## src/verilog/hello_pkg.sv

```systemverilog
// Hello-world block shared definitions
// Bus and LED widths, register map and the counter control/status types
package hello_pkg;

  // --------------------
  // Widths
  localparam int AXIL_ADDR_W = 32;
  localparam int AXIL_DATA_W = 32;
  localparam int VLED_W      = 16;
  localparam int CNT_W       = 16;
  localparam int TICK_W      = 8;

  typedef logic [AXIL_ADDR_W-1:0] axil_addr_t;
  typedef logic [AXIL_DATA_W-1:0] axil_data_t;
  typedef logic [VLED_W-1:0]      vled_t;
  typedef logic [CNT_W-1:0]       cnt_t;
  typedef logic [TICK_W-1:0]      tick_t;

  // --------------------
  // Register map
  localparam axil_addr_t HELLO_WORLD_ADDR = 32'h0000_0500;
  localparam axil_addr_t VLED_ADDR        = 32'h0000_0504;
  localparam axil_addr_t CNT_CTRL_ADDR    = 32'h0000_0508;
  localparam axil_addr_t CNT_TICK_ADDR    = 32'h0000_050C;
  localparam axil_addr_t CNT_LOAD_ADDR    = 32'h0000_0510;
  localparam axil_addr_t CNT_WMARK_ADDR   = 32'h0000_0514;
  localparam axil_addr_t CNT_STATUS_ADDR  = 32'h0000_0518;

  // Bit positions in the counter control word
  localparam int CTRL_ENABLE_BIT  = 0;
  localparam int CTRL_ONESHOT_BIT = 1;
  localparam int CTRL_CLEAR_BIT   = 2;

  // Read value for holes in the map
  localparam axil_data_t UNIMPLEMENTED_VALUE = 32'hDEAD_DEAD;
  localparam logic [1:0] AXI_RESP_OKAY       = 2'b00;

  // Saturation point of the one-shot counter
  localparam cnt_t CNT_MAX = 16'hFFFF;

  // --------------------
  // Counter control, clear and load are single-cycle pulses
  typedef struct packed {
    logic  enable;
    logic  oneshot;
    logic  clear;
    logic  load;
    tick_t tick_value;
    cnt_t  load_value;
    cnt_t  watermark;
  } cnt_ctrl_t;

  // Counter status back to the register file
  typedef struct packed {
    cnt_t count;
    logic ge_watermark;
    logic tick;
  } cnt_status_t;

endpackage
```

## src/verilog/vled_mask.sv

```systemverilog
// Virtual LED output
// Shadows the low hello-world half, masked by the synchronized DIP switches
`timescale 1ns/1ps

module vled_mask
  import hello_pkg::*;
(
  input  logic  clk_main_a0,
  input  logic  rst_main_n_sync,
  input  vled_t hello_low,
  input  vled_t vdip,
  output vled_t vled_shadow,
  output vled_t vled
);

  vled_t dip_q1;
  vled_t dip_q2;

  always_ff @(posedge clk_main_a0) begin
    if (!rst_main_n_sync) begin
      vled_shadow <= '0;
      dip_q1      <= '0;
      dip_q2      <= '0;
      vled        <= '0;
    end else begin
      // Shadow copy of the register
      vled_shadow <= hello_low;
      // DIP inputs are asynchronous, two-flop sync
      dip_q1      <= vdip;
      dip_q2      <= dip_q1;
      // Output flop after the mask
      vled        <= vled_shadow & dip_q2;
    end
  end

  // A lit LED needs its switch closed at the pin three cycles earlier
  a_vled_masked : assert property (@(posedge clk_main_a0) disable iff (!rst_main_n_sync)
    (vled & ~$past(vdip, 3)) == '0)
    else $error("LED set with its DIP switch open");

endmodule

```

## config.mk

```make
export PLATFORM = sky130hd
export DESIGN_NAME = vled_mask
export DESIGN_NICKNAME = d
export VERILOG_FILES = /design/src/verilog/hello_pkg.sv /design/src/verilog/vled_mask.sv
export SDC_FILE = /design/constraint.sdc
export NUM_CORES = 1
export LEC_CHECK = 0
export BUFFER_PORTS_ARGS = -buffer_cell sky130_fd_sc_hd__buf_2
export CAP_MARGIN = 20
export CORE_MARGIN = 4
export CORE_UTILIZATION = 25
export CTS_BUF_LIST = sky130_fd_sc_hd__clkbuf_16
export CTS_CLUSTER_SIZE = 8
export DETAILED_ROUTE_END_ITERATION = 10
export SLEW_MARGIN = 20
export SYNTH_ARGS = -nofsm -noshare
export SYNTH_HDL_FRONTEND = slang
export SYNTH_SLANG_ARGS = --single-unit
```

## constraint.sdc

```tcl
create_clock -name clk_main_a0 -period 1.75 [get_ports clk_main_a0]
set_input_delay 0.0875 -clock clk_main_a0 [delete_from_list [all_inputs] [get_ports clk_main_a0]]
set_output_delay 0.0875 -clock clk_main_a0 [all_outputs]
set_load 0.005 [all_outputs]
```

==> metrics.log <==
INFO  metric syn-cell-area = 1730 sq um
INFO  metric tritoncts = done
INFO  metric hold_buf_cts = 32
INFO  metric yosys_warnings = 0
INFO  metric synth_sequential_area_ratio = 0.741
INFO  metric hold_path_class = in2reg
INFO  metric reg2regPathDepth = 1
INFO  metric wl_per_cell = 11.4 um
INFO  metric grt_start_max_net_pins = 65
INFO  metric synth.ff_latch_count = 64
INFO  metric reg2reg_to = vled[9]
INFO  metric drtPass1Iterations = 4
INFO  metric via_per_inst = 3.68
INFO  metric cp_max_fo = 2
INFO  metric layout.filler_cells = 641
INFO  metric grt_pass1_wl = 5800 um
INFO  metric cp_top_family = flip-flops
INFO  metric slew_headroom = 0.709
INFO  metric final_net_count = 271
INFO  metric clock_insertion_delay_worst_skew = 0.32 ns
INFO  metric grt_antenna_before_repair = 0
INFO  metric netlist_instances = 134
INFO  metric outcome = finished clean
INFO  metric initial_core_util = 0.256
INFO  metric route.final.wire_length = 3670 um
INFO  metric most_common_cell_after_layout_fill_and_taps_aside = sky130_fd_sc_hd__buf_2
INFO  metric timing.critical_path.cells = buf_2
INFO  metric synthesis.nets = 168
INFO  metric ir_drop = 0.000494 V
INFO  metric final-setup-viol-count = 0
INFO  metric cts.htree.levels = 3
INFO  metric worstHoldStart = rst_main_n_sync
INFO  metric insertedDiodeCount = 0
INFO  metric detail-route-antenna-nets = 0
INFO  metric design.die.area = 8310 sq um
INFO  metric cts.repair_timing.setup_buffer_count = 0
INFO  metric number_of_buffers_created_by_cts = 9
INFO  metric crit_type = reg2out
INFO  metric cell_count_final_fillers_out = 322
INFO  metric hold-path-endpoint = dip_q1[2]
INFO  metric layout_common_cells = sky130_fd_sc_hd__buf_2, sky130_fd_sc_hd__dfxtp_1, sky130_fd_sc_hd__and2_1
INFO  metric synth.distinct_cells = 5
INFO  metric hold_slack = 0.379 ns
INFO  metric clock_skew = 0.00829 ns
INFO  metric min_period = 0.849 ns
INFO  metric synthesis.area_per_instance = 12.9 sq um
INFO  metric clock_pin_slew_of_the_registers_on_the_worst_case_setup_and_hold_paths = 0.05 ns
INFO  metric grt_overflow = 0
INFO  metric place.detailed.instances = 274
INFO  metric route.detailed.drc = 0
INFO  metric clkSinkCount = 64
INFO  metric setup_total_neg_slack = 0 ns
INFO  metric endpoint_kind = output port
INFO  metric finalMaxSlewViolations = 0
INFO  metric static-leakage-power = 1.33 nW
INFO  metric cts.repair.resized = 0
INFO  metric drv_cap = 0
INFO  metric port-buffer-count = 65
INFO  metric clk_path_buf_depth = 2
INFO  metric placeableCoreArea = 6760 sq um
INFO  metric grt.total_usage = 0.0939
INFO  metric r2r-start = vled_shadow[9]
INFO  metric total_stage_count_of_the_critical_path = 1
INFO  metric worstPathRequired = 1.66 ns
INFO  metric final_core_util = 0.404
INFO  metric globalplace.congestion = 0.664
INFO  metric crit_path_top_delay_cell = sky130_fd_sc_hd__dfxtp_1
INFO  metric die_width = 91.2 um
INFO  metric final_min_period_over_clock_period = 0.485
INFO  metric cts_root_buffer = sky130_fd_sc_hd__clkbuf_16
INFO  metric reg2reg_setup_slack = 1.15 ns
INFO  metric hold_depth = 3
INFO  metric unrepaired_setup_endpoints_after_global_routing = false
INFO  metric num_ports = 66
INFO  metric critical-path-max-stage-delay = 0.33 ns
INFO  metric hold_violations = 0
INFO  metric timing.critical_path.arrival = 0.76 ns
INFO  metric drt_first_iter_violations = 63
INFO  metric cp.buffers_inverters = 1
INFO  metric layout_cells_sized_above_1 = 0.380
INFO  metric cp-start-kind = flip-flop
INFO  metric grt_pass1_vias = 1261
INFO  metric fmax = 1.18 GHz
INFO  metric dieHeight = 91.2 um
INFO  metric worstMarginPinSlew = 0.436 ns
INFO  metric area.growth.synth_to_final = 58.0%
INFO  metric rows = 30
INFO  metric cellPowerDensity = 1220 nW/um^2
INFO  metric total_vias_in_the_final_route = 1185
INFO  metric place.detailed.hpwl = 2220 um
per-stage QoR:
| stage | total power [mW] | area, sq um | setup WS, ns |
|---|---|---|---|
| 4_1_cts | 3.37 | 2730 | 0.879 |
| 2_1_floorplan | 1.61 | 1730 | 1.16 |
| 3_3_place_gp | 1.68 | 2130 | 0.889 |
| 5_1_grt | 3.47 | 2730 | 0.852 |
| 3_5_place_dp | 1.68 | 2130 | 0.879 |
| 6_report | 3.33 | 2730 | 0.901 |
area by class of cell:
| cell class | instances | area, sq um | area share |
|---|---|---|---|
| clock buffers | 9 | 225 | 0.0824 |
| well taps | 80 | 100 | 0.0366 |
| multi-input cells | 64 | 418 | 0.153 |
| repair buffers | 98 | 653 | 0.239 |
| flip-flops and latches | 64 | 1280 | 0.469 |
| clock inverters | 7 | 55.1 | 0.0201 |
cells by family after synthesis:
family                 count (synthesis)  synth area share
and+or+nand+nor                       64             0.242
buffers and inverters                  6            0.0174
DFF                                   64             0.741
worst max path at each step:
stage,start,slack (ns),endpoint
2_1_floorplan,vled_shadow[10],1.16,vled[10]
4_1_cts,vled_shadow[0],0.88,vled_shadow[0]
6_report,vled_shadow[11],0.90,vled_shadow[11]
3_5_place_dp,rst_main_n_sync,0.88,vled[11]
5_1_grt,vled_shadow[7],0.85,vled_shadow[7]
3_3_place_gp,rst_main_n_sync,0.89,vled[11]
synthesized netlist by cell type:
cell	n	area, sq um
sky130_fd_sc_hd__and3_1	2	12.5
sky130_fd_sc_hd__clkbuf_2	6	30.0
sky130_fd_sc_hd__dfxtp_1	64	1280
sky130_fd_sc_hd__and3_2	14	105
sky130_fd_sc_hd__and2_1	48	300
layer usage:
metal | routed length, um | vias up | GRT usage
met5 | 0 | - | 0
met4 | 88 | 0 | 0.0641
met3 | 183 | 6 | 0.0373
met2 | 1960 | 30 | 0.159
met1 | 1440 | 523 | 0.0944
li1 | - | 626 | -
where the power goes:
| group | switching [mW] | internal [mW] |
|---|---|---|
| Combinational | 0.0576 | 0.115 |
| Sequential | 0.0167 | 1.52 |
| Clock | 0.551 | 1.07 |
sequential cells by signal (all words and copies together), names as in the netlist:
register,flops
dip_q1,16
dip_q2,16
vled,16
vled_shadow,16
No activity file was read; power rests on OpenSTA's default activity.
