--- config.mk ---
export PLATFORM = sky130hd
export DESIGN_NAME = tick_counter
export DESIGN_NICKNAME = d
export VERILOG_FILES = /design/src/verilog/hello_pkg.sv /design/src/verilog/tick_counter.sv
export SDC_FILE = /design/constraint.sdc
export NUM_CORES = 1
export LEC_CHECK = 0
export ABC_AREA = 1
export BUFFER_PORTS_ARGS = -buffer_cell sky130_fd_sc_hd__buf_4
export CAP_MARGIN = 5
export CORE_MARGIN = 4
export CORE_UTILIZATION = 54
export CTS_CLUSTER_SIZE = 16
export DETAILED_ROUTE_END_ITERATION = 10
export PLACE_DENSITY = 0.79
export SLEW_MARGIN = 20
export SYNTH_ARGS = -nofsm -noshare
export SYNTH_HDL_FRONTEND = slang
export SYNTH_SLANG_ARGS = --single-unit
--- constraint.sdc ---
create_clock -name clk_main_a0 -period 3.8 [get_ports clk_main_a0]
set_clock_uncertainty 0.1 [all_clocks]
set_input_delay 0.76 -clock clk_main_a0 [delete_from_list [all_inputs] [get_ports clk_main_a0]]
set_output_delay 0.76 -clock clk_main_a0 [all_outputs]
set_load 0.02 [all_outputs]
--- src/verilog/hello_pkg.sv ---
// Hello-world block shared definitions
// Bus and LED widths, register map and the counter control/status types
package hello_pkg;

  // --------------------
  // Widths
  localparam int AXIL_ADDR_W = 32;
  localparam int AXIL_DATA_W = 32;
  localparam int VLED_W      = 16;
  localparam int CNT_W       = 16;
  localparam int TICK_W      = 8;

  typedef logic [AXIL_ADDR_W-1:0] axil_addr_t;
  typedef logic [AXIL_DATA_W-1:0] axil_data_t;
  typedef logic [VLED_W-1:0]      vled_t;
  typedef logic [CNT_W-1:0]       cnt_t;
  typedef logic [TICK_W-1:0]      tick_t;

  // --------------------
  // Register map
  localparam axil_addr_t HELLO_WORLD_ADDR = 32'h0000_0500;
  localparam axil_addr_t VLED_ADDR        = 32'h0000_0504;
  localparam axil_addr_t CNT_CTRL_ADDR    = 32'h0000_0508;
  localparam axil_addr_t CNT_TICK_ADDR    = 32'h0000_050C;
  localparam axil_addr_t CNT_LOAD_ADDR    = 32'h0000_0510;
  localparam axil_addr_t CNT_WMARK_ADDR   = 32'h0000_0514;
  localparam axil_addr_t CNT_STATUS_ADDR  = 32'h0000_0518;

  // Bit positions in the counter control word
  localparam int CTRL_ENABLE_BIT  = 0;
  localparam int CTRL_ONESHOT_BIT = 1;
  localparam int CTRL_CLEAR_BIT   = 2;

  // Read value for holes in the map
  localparam axil_data_t UNIMPLEMENTED_VALUE = 32'hDEAD_DEAD;
  localparam logic [1:0] AXI_RESP_OKAY       = 2'b00;

  // Saturation point of the one-shot counter
  localparam cnt_t CNT_MAX = 16'hFFFF;

  // --------------------
  // Counter control, clear and load are single-cycle pulses
  typedef struct packed {
    logic  enable;
    logic  oneshot;
    logic  clear;
    logic  load;
    tick_t tick_value;
    cnt_t  load_value;
    cnt_t  watermark;
  } cnt_ctrl_t;

  // Counter status back to the register file
  typedef struct packed {
    cnt_t count;
    logic ge_watermark;
    logic tick;
  } cnt_status_t;

endpackage
--- src/verilog/tick_counter.sv ---
// Prescaled event counter
// Prescaler wraps at the tick value, each wrap advances the count
// Clear, load, one-shot saturation and a watermark compare
`timescale 1ns/1ps

module tick_counter
  import hello_pkg::*;
(
  input  logic        clk_main_a0,
  input  logic        rst_main_n_sync,
  input  cnt_ctrl_t   ctrl,
  output cnt_status_t status
);

  cnt_ctrl_t ctrl_q;
  tick_t     tick_cnt;
  cnt_t      count;
  logic      wrap;

  // --------------------
  // Control re-registered at the counter
  always_ff @(posedge clk_main_a0) begin
    if (!rst_main_n_sync) begin
      ctrl_q <= '0;
    end else begin
      ctrl_q <= ctrl;
    end
  end

  // Prescaler end of period
  assign wrap = ctrl_q.enable && (tick_cnt >= ctrl_q.tick_value);

  // --------------------
  // Prescaler, frozen while disabled
  always_ff @(posedge clk_main_a0) begin
    if (!rst_main_n_sync) begin
      tick_cnt <= '0;
    end else if (ctrl_q.clear) begin
      tick_cnt <= '0;
    end else if (wrap) begin
      tick_cnt <= '0;
    end else if (ctrl_q.enable) begin
      tick_cnt <= tick_cnt + 1'b1;
    end
  end

  // --------------------
  // Main count
  // Clear wins over load, load over counting
  always_ff @(posedge clk_main_a0) begin
    if (!rst_main_n_sync) begin
      count <= '0;
    end else if (ctrl_q.clear) begin
      count <= '0;
    end else if (ctrl_q.load) begin
      count <= ctrl_q.load_value;
    end else if (wrap) begin
      // Saturate in one-shot, roll over otherwise
      if (!(ctrl_q.oneshot && (count == CNT_MAX))) begin
        count <= count + 1'b1;
      end
    end
  end

  assign status.count        = count;
  assign status.ge_watermark = (count >= ctrl_q.watermark);
  assign status.tick         = wrap;

  // --------------------
  // One-shot count sticks at the top unless cleared or reloaded
  a_oneshot_sat : assert property (@(posedge clk_main_a0) disable iff (!rst_main_n_sync)
    ctrl_q.oneshot && !ctrl_q.clear && !ctrl_q.load && (count == CNT_MAX)
      |=> (count != '0))
    else $error("one-shot counter rolled over");

endmodule

==> results.py, run 1 <==
metrics = {
    "setup_path": {
        "start_kind": "register",
        "cp-end-kind": "output pin",
        "cp_max_fo": 5,
        "r2r_cells": 6,
        "required_ps": 2940,
        "arrival_ps": 1830,
        "critPathKind": "reg2out",
    },
    "global_routing": {
        "grt_pass1_vias": 2798,
        "grt_pass1_wl_microns": 12010,
        "grt_overflow_total": 0,
        "antenna_found_initial": 0,
        "grt_usage": 0.2004,
        "grt_start_max_net_pins": 46,
    },
    "clock_tree": {
        "htreeDepth": 3,
        "cts_setup_buffers": 0,
        "clkLatencyLatePin_ps": 350,
        "clk_path_buf_depth": 2,
        "cts_tree": "built",
        "cts.sink_count": 68,
        "clk_pin_slew_ps": 70,
        "root_buffer": "clkbuf_8",
        "cts_buffers": 9,
        "ctsResizeCount": 0,
        "holdBufCountCts": 0,
    },
    "synth": {
        "synth_top_area_share": 0.4003,
        "synth_most_common_cell": "nand2_1",
        "ys_ff_latch": 68,
        "netlist-cell-type-count": 31,
        "synthTopCellsByArea": "dfxtp_1 (40%), nand2_1 (12%), inv_1 (10%), ha_1 (9.6%), nor2_1 (5.5%)",
        "synth_edf_count": 0,
        "ys_seq_area_frac": 0.4003,
        "yosys_warnings": 0,
        "syn_inst": 469,
        "synth_top_area_cell": "dfxtp_1",
        "synth_common_cells": "nand2_1 (113), inv_1 (94), dfxtp_1 (68)",
        "syn_area_sq_um": 3401,
        "synth.avg_cell_area_sq_um": 7.251,
        "async_flop_share": 0,
        "synth.net_count": 541,
        "synth-main-ff-cell": "dfxtp_1",
    },
    "drt": {
        "drtAntennaViolNets": 0,
        "routed_wl_microns": 7086,
        "dr.pass1.iters": 5,
        "wl_per_cell_microns": 11.64,
        "vias": 2941,
        "drc": 0,
        "vias_per_cell": 4.829,
        "drt_iter0_markers": 151,
    },
    "power": {
        "power_mw": 1.613,
        "p_leak_nw": 2.315,
        "p_per_area_nw_per_um2": 395.4,
        "ir_worst_vdd_v": 0.0002859,
    },
    "layout": {
        "layout-drive-gt1-share": 0.1667,
        "design_area_sq_um": 4079,
        "area_delta_synth_final_pct": 19.94,
        "nNetsFinal": 601,
        "n_antenna_cell": 0,
        "nFillCells": 532,
        "stdcell_count": 609,
    },
    "sta": {
        "finalHoldViolCount": 0,
        "setup_viol_count_final": 0,
        "finalSetupTns_ps": 0,
        "fmaxAchievable_ghz": 0.3720,
        "slew_viol_final": 0,
        "rsz0062_at_grt": "false",
        "finalWorstSetupSlack_ps": 1112,
        "fin_crit_sh": 0.7075,
        "finalCriticalPeriod_ps": 2688,
        "worstMarginPinSlew_ps": 1014,
        "relSlewSlack": 0.3233,
    },
    "die": {
        "die_y_microns": 87.36,
        "rows": 28,
        "die_w_microns": 87.36,
        "start_util": 0.5644,
        "coreArea_sq_um": 6026,
        "die_area_sq_um": 7632,
        "num_io_pins": 64,
    },
    "place": {
        "postPlaceCellArea_sq_um": 3876,
        "place_congestion": 0.9156,
        "preCtsSetupSlack_ps": 1509,
        "port-buffer-count": 63,
        "dp.cells": 593,
        "hpwl_microns": 5343,
    },
    "worst_hold_path": {
        "whs_path_depth": 2,
        "min_path_type": "reg2reg",
    },
    "status": {
        "outcome": "finished, final reports clean",
    },
    "run": {
        "drv_cap": 0,
    },
}
## worst paths after layout
| path | start | endpoint | slack (ps) |
|---|---|---|---|
| worst max-delay path | count[15]$_SDFFE_PP0P_ | status[1] | 1110 |
| worst min-delay path | tick_cnt[0]$_SDFFE_PP0P_ | tick_cnt[0]$_SDFFE_PP0P_ | 420 |
| worst max register to register | ctrl_q[40]$_SDFF_PN0_ | count[12]$_SDFFE_PP0P_ | 1630 |
| worst min register to register | tick_cnt[0]$_SDFFE_PP0P_ | tick_cnt[0]$_SDFFE_PP0P_ | 420 |
## cell families after synthesis
logic type | synth area share
compound gates | 0.04930
xor+xnor | 0.03090
fa+ha+maj | 0.09566
buf+inv | 0.1328
flops | 0.4003
mux | 0.008830
simple gates | 0.2822
## worst max-delay path, stage by stage, from the launching register on
cell     delay, ps
dfxtp_1        370
ha_1           320
nand2_1         70
inv_1           50
nand3_1         80
nor3_1         210
nand3_1        110
nand3_1        130
buf_4          150
## cell type report
cell class              count  area, sq um  share of cell area
inverters                  94        352.8             0.08650
repair buffers             64        480.5              0.1178
flip-flops and latches     68         1361              0.3337
clock buffers              12        155.1             0.03804
clock inverters             4        47.55             0.01166
multi-input cells         292         1588              0.3893
well taps                  75        93.84             0.02301
## where the power goes
group,internal [mW],switching [mW],leakage [nW]
clock network,0.337,0.268,0.102
logic,0.105,0.125,1.65
registers,0.749,0.0292,0.562
total,1.19,0.422,2.31
## cells in the final DEF (no fill, tap or decap), types with 3 or more instances in the layout
cell      count
a21oi_1      21
buf_4        64
clkbuf_8     11
dfxtp_1      68
ha_1         26
inv_1        94
mux2i_1       3
nand2_1     113
nand3_1      32
nand3b_1      4
nand4_1       4
nor2_1       50
nor3_1        4
o21ai_0       8
xor2_1       10
## flip-flops by register name (all words and copies together), names as in the netlist
name      flops
ctrl_q       44
tick_cnt      8
count        16
## routing by layer
| layer | part of all wire | track usage | vias up |
|---|---|---|---|
| li1 | - | - | 1550 |
| met5 | 0 | 0 | - |
| met3 | 0.057 | 0.03784 | 27 |
| met4 | 0.038 | 0.1227 | 0 |
| met2 | 0.48 | 0.3411 | 95 |
| met1 | 0.42 | 0.2298 | 1269 |
## through the flow
stage / hold WS (ps) / util
6_report: 423.7 / 0.6769
5_1_grt: 456.9 / 0.6769
4_1_cts: 421.9 / 0.6769
3_5_place_dp: 410.4 / 0.6433
3_3_place_gp: 398.9 / 0.6433
2_1_floorplan: 383.0 / -
Note: power is estimated with default switching activity, not from simulation.
==> run 2, diff against run 1 <==
==> constraint.sdc (replaced) <==
create_clock -name clk_main_a0 -period 2.59 [get_ports clk_main_a0]
set_clock_uncertainty 0.1 [all_clocks]
set_input_delay 0.518 -clock clk_main_a0 [delete_from_list [all_inputs] [get_ports clk_main_a0]]
set_output_delay 0.518 -clock clk_main_a0 [all_outputs]
set_load 0.02 [all_outputs]
==> results.py, run 2 (synthesized netlist as in run 1, its figures left out) <==
metrics = {
    "die": {
        "die_area_sq_um": 7632,
        "num_io_pins": 64,
        "die_y_microns": 87.36,
        "start_util": 0.5644,
        "rows": 28,
        "die_w_microns": 87.36,
        "coreArea_sq_um": 6026,
    },
    "clock_tree": {
        "cts_buffers": 9,
        "clk_pin_slew_ps": 70,
        "htreeDepth": 3,
        "cts_tree": "built",
        "root_buffer": "clkbuf_8",
        "cts.sink_count": 68,
        "clk_path_buf_depth": 2,
        "clkLatencyLatePin_ps": 350,
        "cts_setup_buffers": 0,
    },
    "sta": {
        "fmaxAchievable_ghz": 0.4127,
        "hold_ws_ps": 244.6,
        "rsz0062_at_grt": "false",
        "finalHoldViolCount": 0,
        "finalCriticalPeriod_ps": 2423,
        "relSlewSlack": 0.4502,
        "finalWorstSetupSlack_ps": 166.8,
        "setup_viol_count_final": 0,
        "finalSetupTns_ps": 0,
        "fin_crit_sh": 0.9356,
        "slew_viol_final": 0,
        "worstMarginPinSlew_ps": 823.8,
    },
    "place": {
        "dp.cells": 597,
        "place_congestion": 0.9068,
        "hpwl_microns": 5428,
        "port-buffer-count": 63,
        "postPlaceCellArea_sq_um": 3906,
        "preCtsSetupSlack_ps": 476.9,
    },
    "global_routing": {
        "antenna_found_initial": 0,
        "grt_start_max_net_pins": 45,
        "grt_pass1_vias": 2902,
        "grt_pass1_wl_microns": 12130,
        "grt_usage": 0.2049,
        "grt_overflow_total": 0,
    },
    "power": {
        "netSwitchingPower_mw": 0.5912,
        "power_mw": 2.374,
        "power_frac_comb": 0.147,
        "p_leak_nw": 2.331,
        "ir_worst_vdd_v": 0.0006769,
        "swShare": 0.2491,
        "intPower_mw": 1.782,
        "p_per_area_nw_per_um2": 578.9,
        "sequentialPowerShare": 0.480,
        "power_frac_clock": 0.373,
    },
    "drt": {
        "wl_per_cell_microns": 11.81,
        "dr.pass1.iters": 4,
        "vias_per_cell": 4.907,
        "drtAntennaViolNets": 0,
        "drc": 0,
        "drt_iter0_markers": 129,
        "routed_wl_microns": 7203,
        "vias": 2993,
    },
    "worst_hold_path": {
        "min_path_type": "in2reg",
    },
    "layout": {
        "layout-drive-gt1-share": 0.1701,
        "design_area_sq_um": 4100,
        "n_antenna_cell": 0,
        "largest_reg_flops": 44,
        "final_common_cell": "nand2_1",
        "layout_common_cells": "nand2_1 (113), inv_1 (94), buf_4 (68)",
        "utilization": 0.6804,
        "stdcell_count": 610,
        "area_delta_synth_final_pct": 20.57,
        "biggestRegsByFlops": "ctrl_q (44), count (16), tick_cnt (8)",
        "largest_register": "ctrl_q",
        "nNetsFinal": 605,
    },
    "setup_path": {
        "timing.rr.start": "tick_cnt[5]$_SDFFE_PP0P_",
        "crit_start": "count[15]$_SDFFE_PP0P_",
        "start_kind": "register",
        "r2r_end": "count[1]$_SDFFE_PP0P_",
        "cp-end-kind": "output pin",
        "arrival_ps": 1810,
        "critPathKind": "reg2out",
        "r2r_slack_ps": 480,
        "required_ps": 1970,
        "r2r_cells": 10,
        "cp_max_fo": 5,
        "endpoint": "status[1]",
    },
    "status": {
        "outcome": "finished, final reports clean",
    },
    "run": {
        "drv_cap": 0,
    },
}
## run 2: cell types whose count changed in the layout (fill, tap and decap cells not counted)
cell        change
buf_4           +4
bufinv_16       +1
clkbuf_8        -2
clkinv_2        -1
clkinvlp_4      -1
dfxtp_1         -1
dfxtp_2         +1
o21ai_0         -1
o21ai_1         +1
## run 2: timing repair
action                                  in CTS  in global routing
resized for setup                            0                  2
hold buffers                                 0                  0
endpoints found under the setup margin       0                  1
## run 2: worst min path at each step
stage / depth (start not counted) / slack [ps] / start / end
after floorplan: 2 / 380 / tick_cnt[7]$_SDFFE_PP0P_ / tick_cnt[7]$_SDFFE_PP0P_
after global placement: 2 / 400 / tick_cnt[7]$_SDFFE_PP0P_ / tick_cnt[7]$_SDFFE_PP0P_
after detailed placement: 2 / 420 / tick_cnt[7]$_SDFFE_PP0P_ / tick_cnt[7]$_SDFFE_PP0P_
after CTS: 3 / 230 / ctrl[43] / ctrl_q[43]$_SDFF_PN0_
after global routing: 3 / 240 / ctrl[37] / ctrl_q[37]$_SDFF_PN0_
final: 3 / 240 / ctrl[43] / ctrl_q[43]$_SDFF_PN0_
## run 2: per-layer routing
layer  global-route usage  vias up  share of wire
met4              0.09763        0          0.029
met2               0.3623       84           0.51
met3              0.06433       20          0.065
met5                    0        -              0
met1               0.2194     1330           0.40
li1                     -     1559              -
## run 2: power groups by stage
stage	clock, mW	sequential, mW	combinational [mW]
after global routing	0.954	1.14	0.401
after detailed placement	0	1.16	0.347
after floorplan	0	1.17	0.206
final	0.886	1.14	0.349
after CTS	0.907	1.14	0.352
after global placement	0	1.16	0.335
## run 2: cell type report
cell class | instances | area [sq um]
Clock buffer | 10 | 127.6
Clock inverter | 3 | 65.06
Fill cell | 539 | 1926
Inverter | 94 | 352.8
Multi-Input combinational cell | 292 | 1588
Sequential cell | 68 | 1363
Tap cell | 75 | 93.84
Timing Repair Buffer | 68 | 510.5
## run 2: critical path, stage by stage, from the launching register on
cell and delay, ps:
dfxtp_1 370, ha_1 320, nand2_1 60, inv_1 50, nand3_1 80, nor3_1 220, nand3_1 120, nand3_1 100
buf_4 140
==> run 3, diff against run 2 <==
--- a/config.mk
+++ b/config.mk
@@ -8,11 +8,13 @@
 export ABC_AREA = 1
 export BUFFER_PORTS_ARGS = -buffer_cell sky130_fd_sc_hd__buf_4
 export CAP_MARGIN = 5
+export CELL_PAD_IN_SITES_DETAIL_PLACEMENT = 0
+export CELL_PAD_IN_SITES_GLOBAL_PLACEMENT = 1
 export CORE_MARGIN = 4
-export CORE_UTILIZATION = 54
+export CORE_UTILIZATION = 40
 export CTS_CLUSTER_SIZE = 16
 export DETAILED_ROUTE_END_ITERATION = 10
-export PLACE_DENSITY = 0.79
+export PLACE_DENSITY = 0.81
 export SLEW_MARGIN = 20
 export SYNTH_ARGS = -nofsm -noshare
 export SYNTH_HDL_FRONTEND = slang
==> results.py, run 3 (synthesized netlist as in run 1, its figures left out) <==
metrics = {
    "layout": {
        "nNetsFinal": 606,
        "design_area_sq_um": 4115,
        "utilization": 0.4983,
        "area_delta_synth_final_pct": 21.01,
        "biggestRegsByFlops": "ctrl_q (44), count (16), tick_cnt (8)",
        "n_antenna_cell": 0,
        "largest_reg_flops": 44,
        "nFillCells": 864,
        "layout-drive-gt1-share": 0.1707,
        "final_common_cell": "nand2_1",
        "layout_common_cells": "nand2_1 (113), inv_1 (94), buf_4 (69)",
        "largest_register": "ctrl_q",
    },
    "drt": {
        "vias": 2921,
        "dr.pass1.iters": 4,
        "vias_per_cell": 4.536,
        "drt_iter0_markers": 102,
        "wl_per_cell_microns": 11.41,
        "drc": 0,
        "routed_wl_microns": 7351,
        "drtAntennaViolNets": 0,
    },
    "die": {
        "num_io_pins": 64,
        "die_w_microns": 100.2,
        "die_y_microns": 100.2,
        "die_area_sq_um": 10040,
        "coreArea_sq_um": 8258,
        "rows": 33,
        "start_util": 0.4118,
    },
    "sta": {
        "fin_crit_sh": 0.9246,
        "worstMarginPinSlew_ps": 816.8,
        "relSlewSlack": 0.4549,
        "setup_viol_count_final": 0,
        "finalSetupTns_ps": 0,
        "finalCriticalPeriod_ps": 2395,
        "fmaxAchievable_ghz": 0.4176,
        "finalHoldViolCount": 0,
        "slew_viol_final": 0,
        "rsz0062_at_grt": "false",
    },
    "place": {
        "place_congestion": 0.8932,
        "postPlaceCellArea_sq_um": 3951,
        "hpwl_microns": 5528,
        "port-buffer-count": 63,
    },
    "global_routing": {
        "grt_pass1_wl_microns": 12720,
        "grt_pass1_vias": 2771,
        "use_met3": 0.04100,
        "grt_start_max_net_pins": 45,
        "grt_overflow_total": 0,
        "gr-max-usage-layer": "met2",
        "grt_usage": 0.1593,
        "use_met2": 0.2681,
        "antenna_found_initial": 0,
        "grt_util_met1": 0.1935,
    },
    "power": {
        "ir_worst_vdd_v": 0.0002247,
        "p_per_area_nw_per_um2": 545.9,
        "p_leak_nw": 2.322,
    },
    "setup_path": {
        "start_kind": "register",
        "required_ps": 1970,
        "critPathKind": "reg2out",
        "r2r_end": "count[12]$_SDFFE_PP0P_",
        "cp-end-kind": "output pin",
        "cp_max_fo": 5,
        "r2r_cells": 11,
        "arrival_ps": 1780,
        "r2r_slack_ps": 450,
        "timing.rr.start": "ctrl_q[39]$_SDFF_PN0_",
    },
    "clock_tree": {
        "cts_buffers": 9,
        "ctsResizeCount": 0,
        "root_buffer": "clkbuf_8",
        "clk_pin_slew_ps": 70,
        "clk_path_buf_depth": 2,
        "cts_setup_buffers": 0,
        "clkLatencyLatePin_ps": 340,
        "holdBufCountCts": 0,
        "htreeDepth": 3,
        "cts_tree": "built",
        "cts.sink_count": 68,
    },
    "worst_hold_path": {
        "whs_path_depth": 3,
        "hp-start": "ctrl[20]",
        "min_path_type": "in2reg",
        "min_to": "ctrl_q[20]$_SDFF_PN0_",
    },
    "status": {
        "outcome": "finished, final reports clean",
    },
    "run": {
        "drv_cap": 0,
    },
}
==> run 3: cell count changes in the layout (fill, tap and decap cells not counted), sizes merged <==
cell and delta:
buf +1, bufinv -2, clkinv +1, clkbuf +4
==> run 3: stage by stage <==
| step | total power, mW | setup slack (ps) | hold WS (ps) | std cells |
|---|---|---|---|---|
| finish | 2.246 | 195.2 | 254.2 | 644 |
| global route | 2.390 | 9.579 | 238.8 | 644 |
| CTS | 2.283 | 113.5 | 233.0 | 644 |
| detailed placement | 1.513 | 451.5 | 411.2 | 628 |
| global placement | 1.506 | 507.5 | 397.6 | 628 |
| floorplan | 1.375 | 641.3 | 383.0 | 469 |
==> run 3: area by class of cell <==
| cell class | count | area [sq um] | area share |
|---|---|---|---|
| Inverter | 94 | 352.8 | 0.08574 |
| Clock buffer | 14 | 152.6 | 0.03709 |
| Multi-Input combinational cell | 292 | 1588 | 0.3858 |
| Sequential cell | 68 | 1363 | 0.3311 |
| Tap cell | 105 | 131.4 | 0.03192 |
| Clock inverter | 2 | 10.01 | 0.002432 |
| Timing Repair Buffer | 69 | 518.0 | 0.1259 |
==> run 3: routing by layer <==
layer,up-vias,wire [microns]
li1,1560,-
met1,1279,3311
met2,66,3514
met3,16,343
met4,0,182
met5,-,0
==> run 3: critical path, stage by stage, from the launching register on <==
cell,delay [ps]
dfxtp_1,420
inv_1,110
ha_1,200
inv_1,50
a21oi_1,50
o21ai_1,160
nand2_1,70
o211ai_1,80
nand2_1,70
nand3_1,80
buf_4,150
==> run 3: where the power goes <==
| group | internal [mW] | leakage (nW) | switching (mW) |
|---|---|---|---|
| logic | 0.158 | 1.68 | 0.188 |
| registers | 1.10 | 0.563 | 0.0394 |
| clock network | 0.373 | 0.0844 | 0.388 |
==> run 3: worst max path at each step <==
stage,endpoint,startpoint,cells past startpoint
after floorplan,status[1],count[0]$_SDFFE_PP0P_,9
after global placement,status[1],count[0]$_SDFFE_PP0P_,10
after detailed placement,count[6]$_SDFFE_PP0P_,count[1]$_SDFFE_PP0P_,8
after CTS,status[1],count[0]$_SDFFE_PP0P_,10
after global routing,status[0],ctrl_q[39]$_SDFF_PN0_,9
final,status[1],count[0]$_SDFFE_PP0P_,10
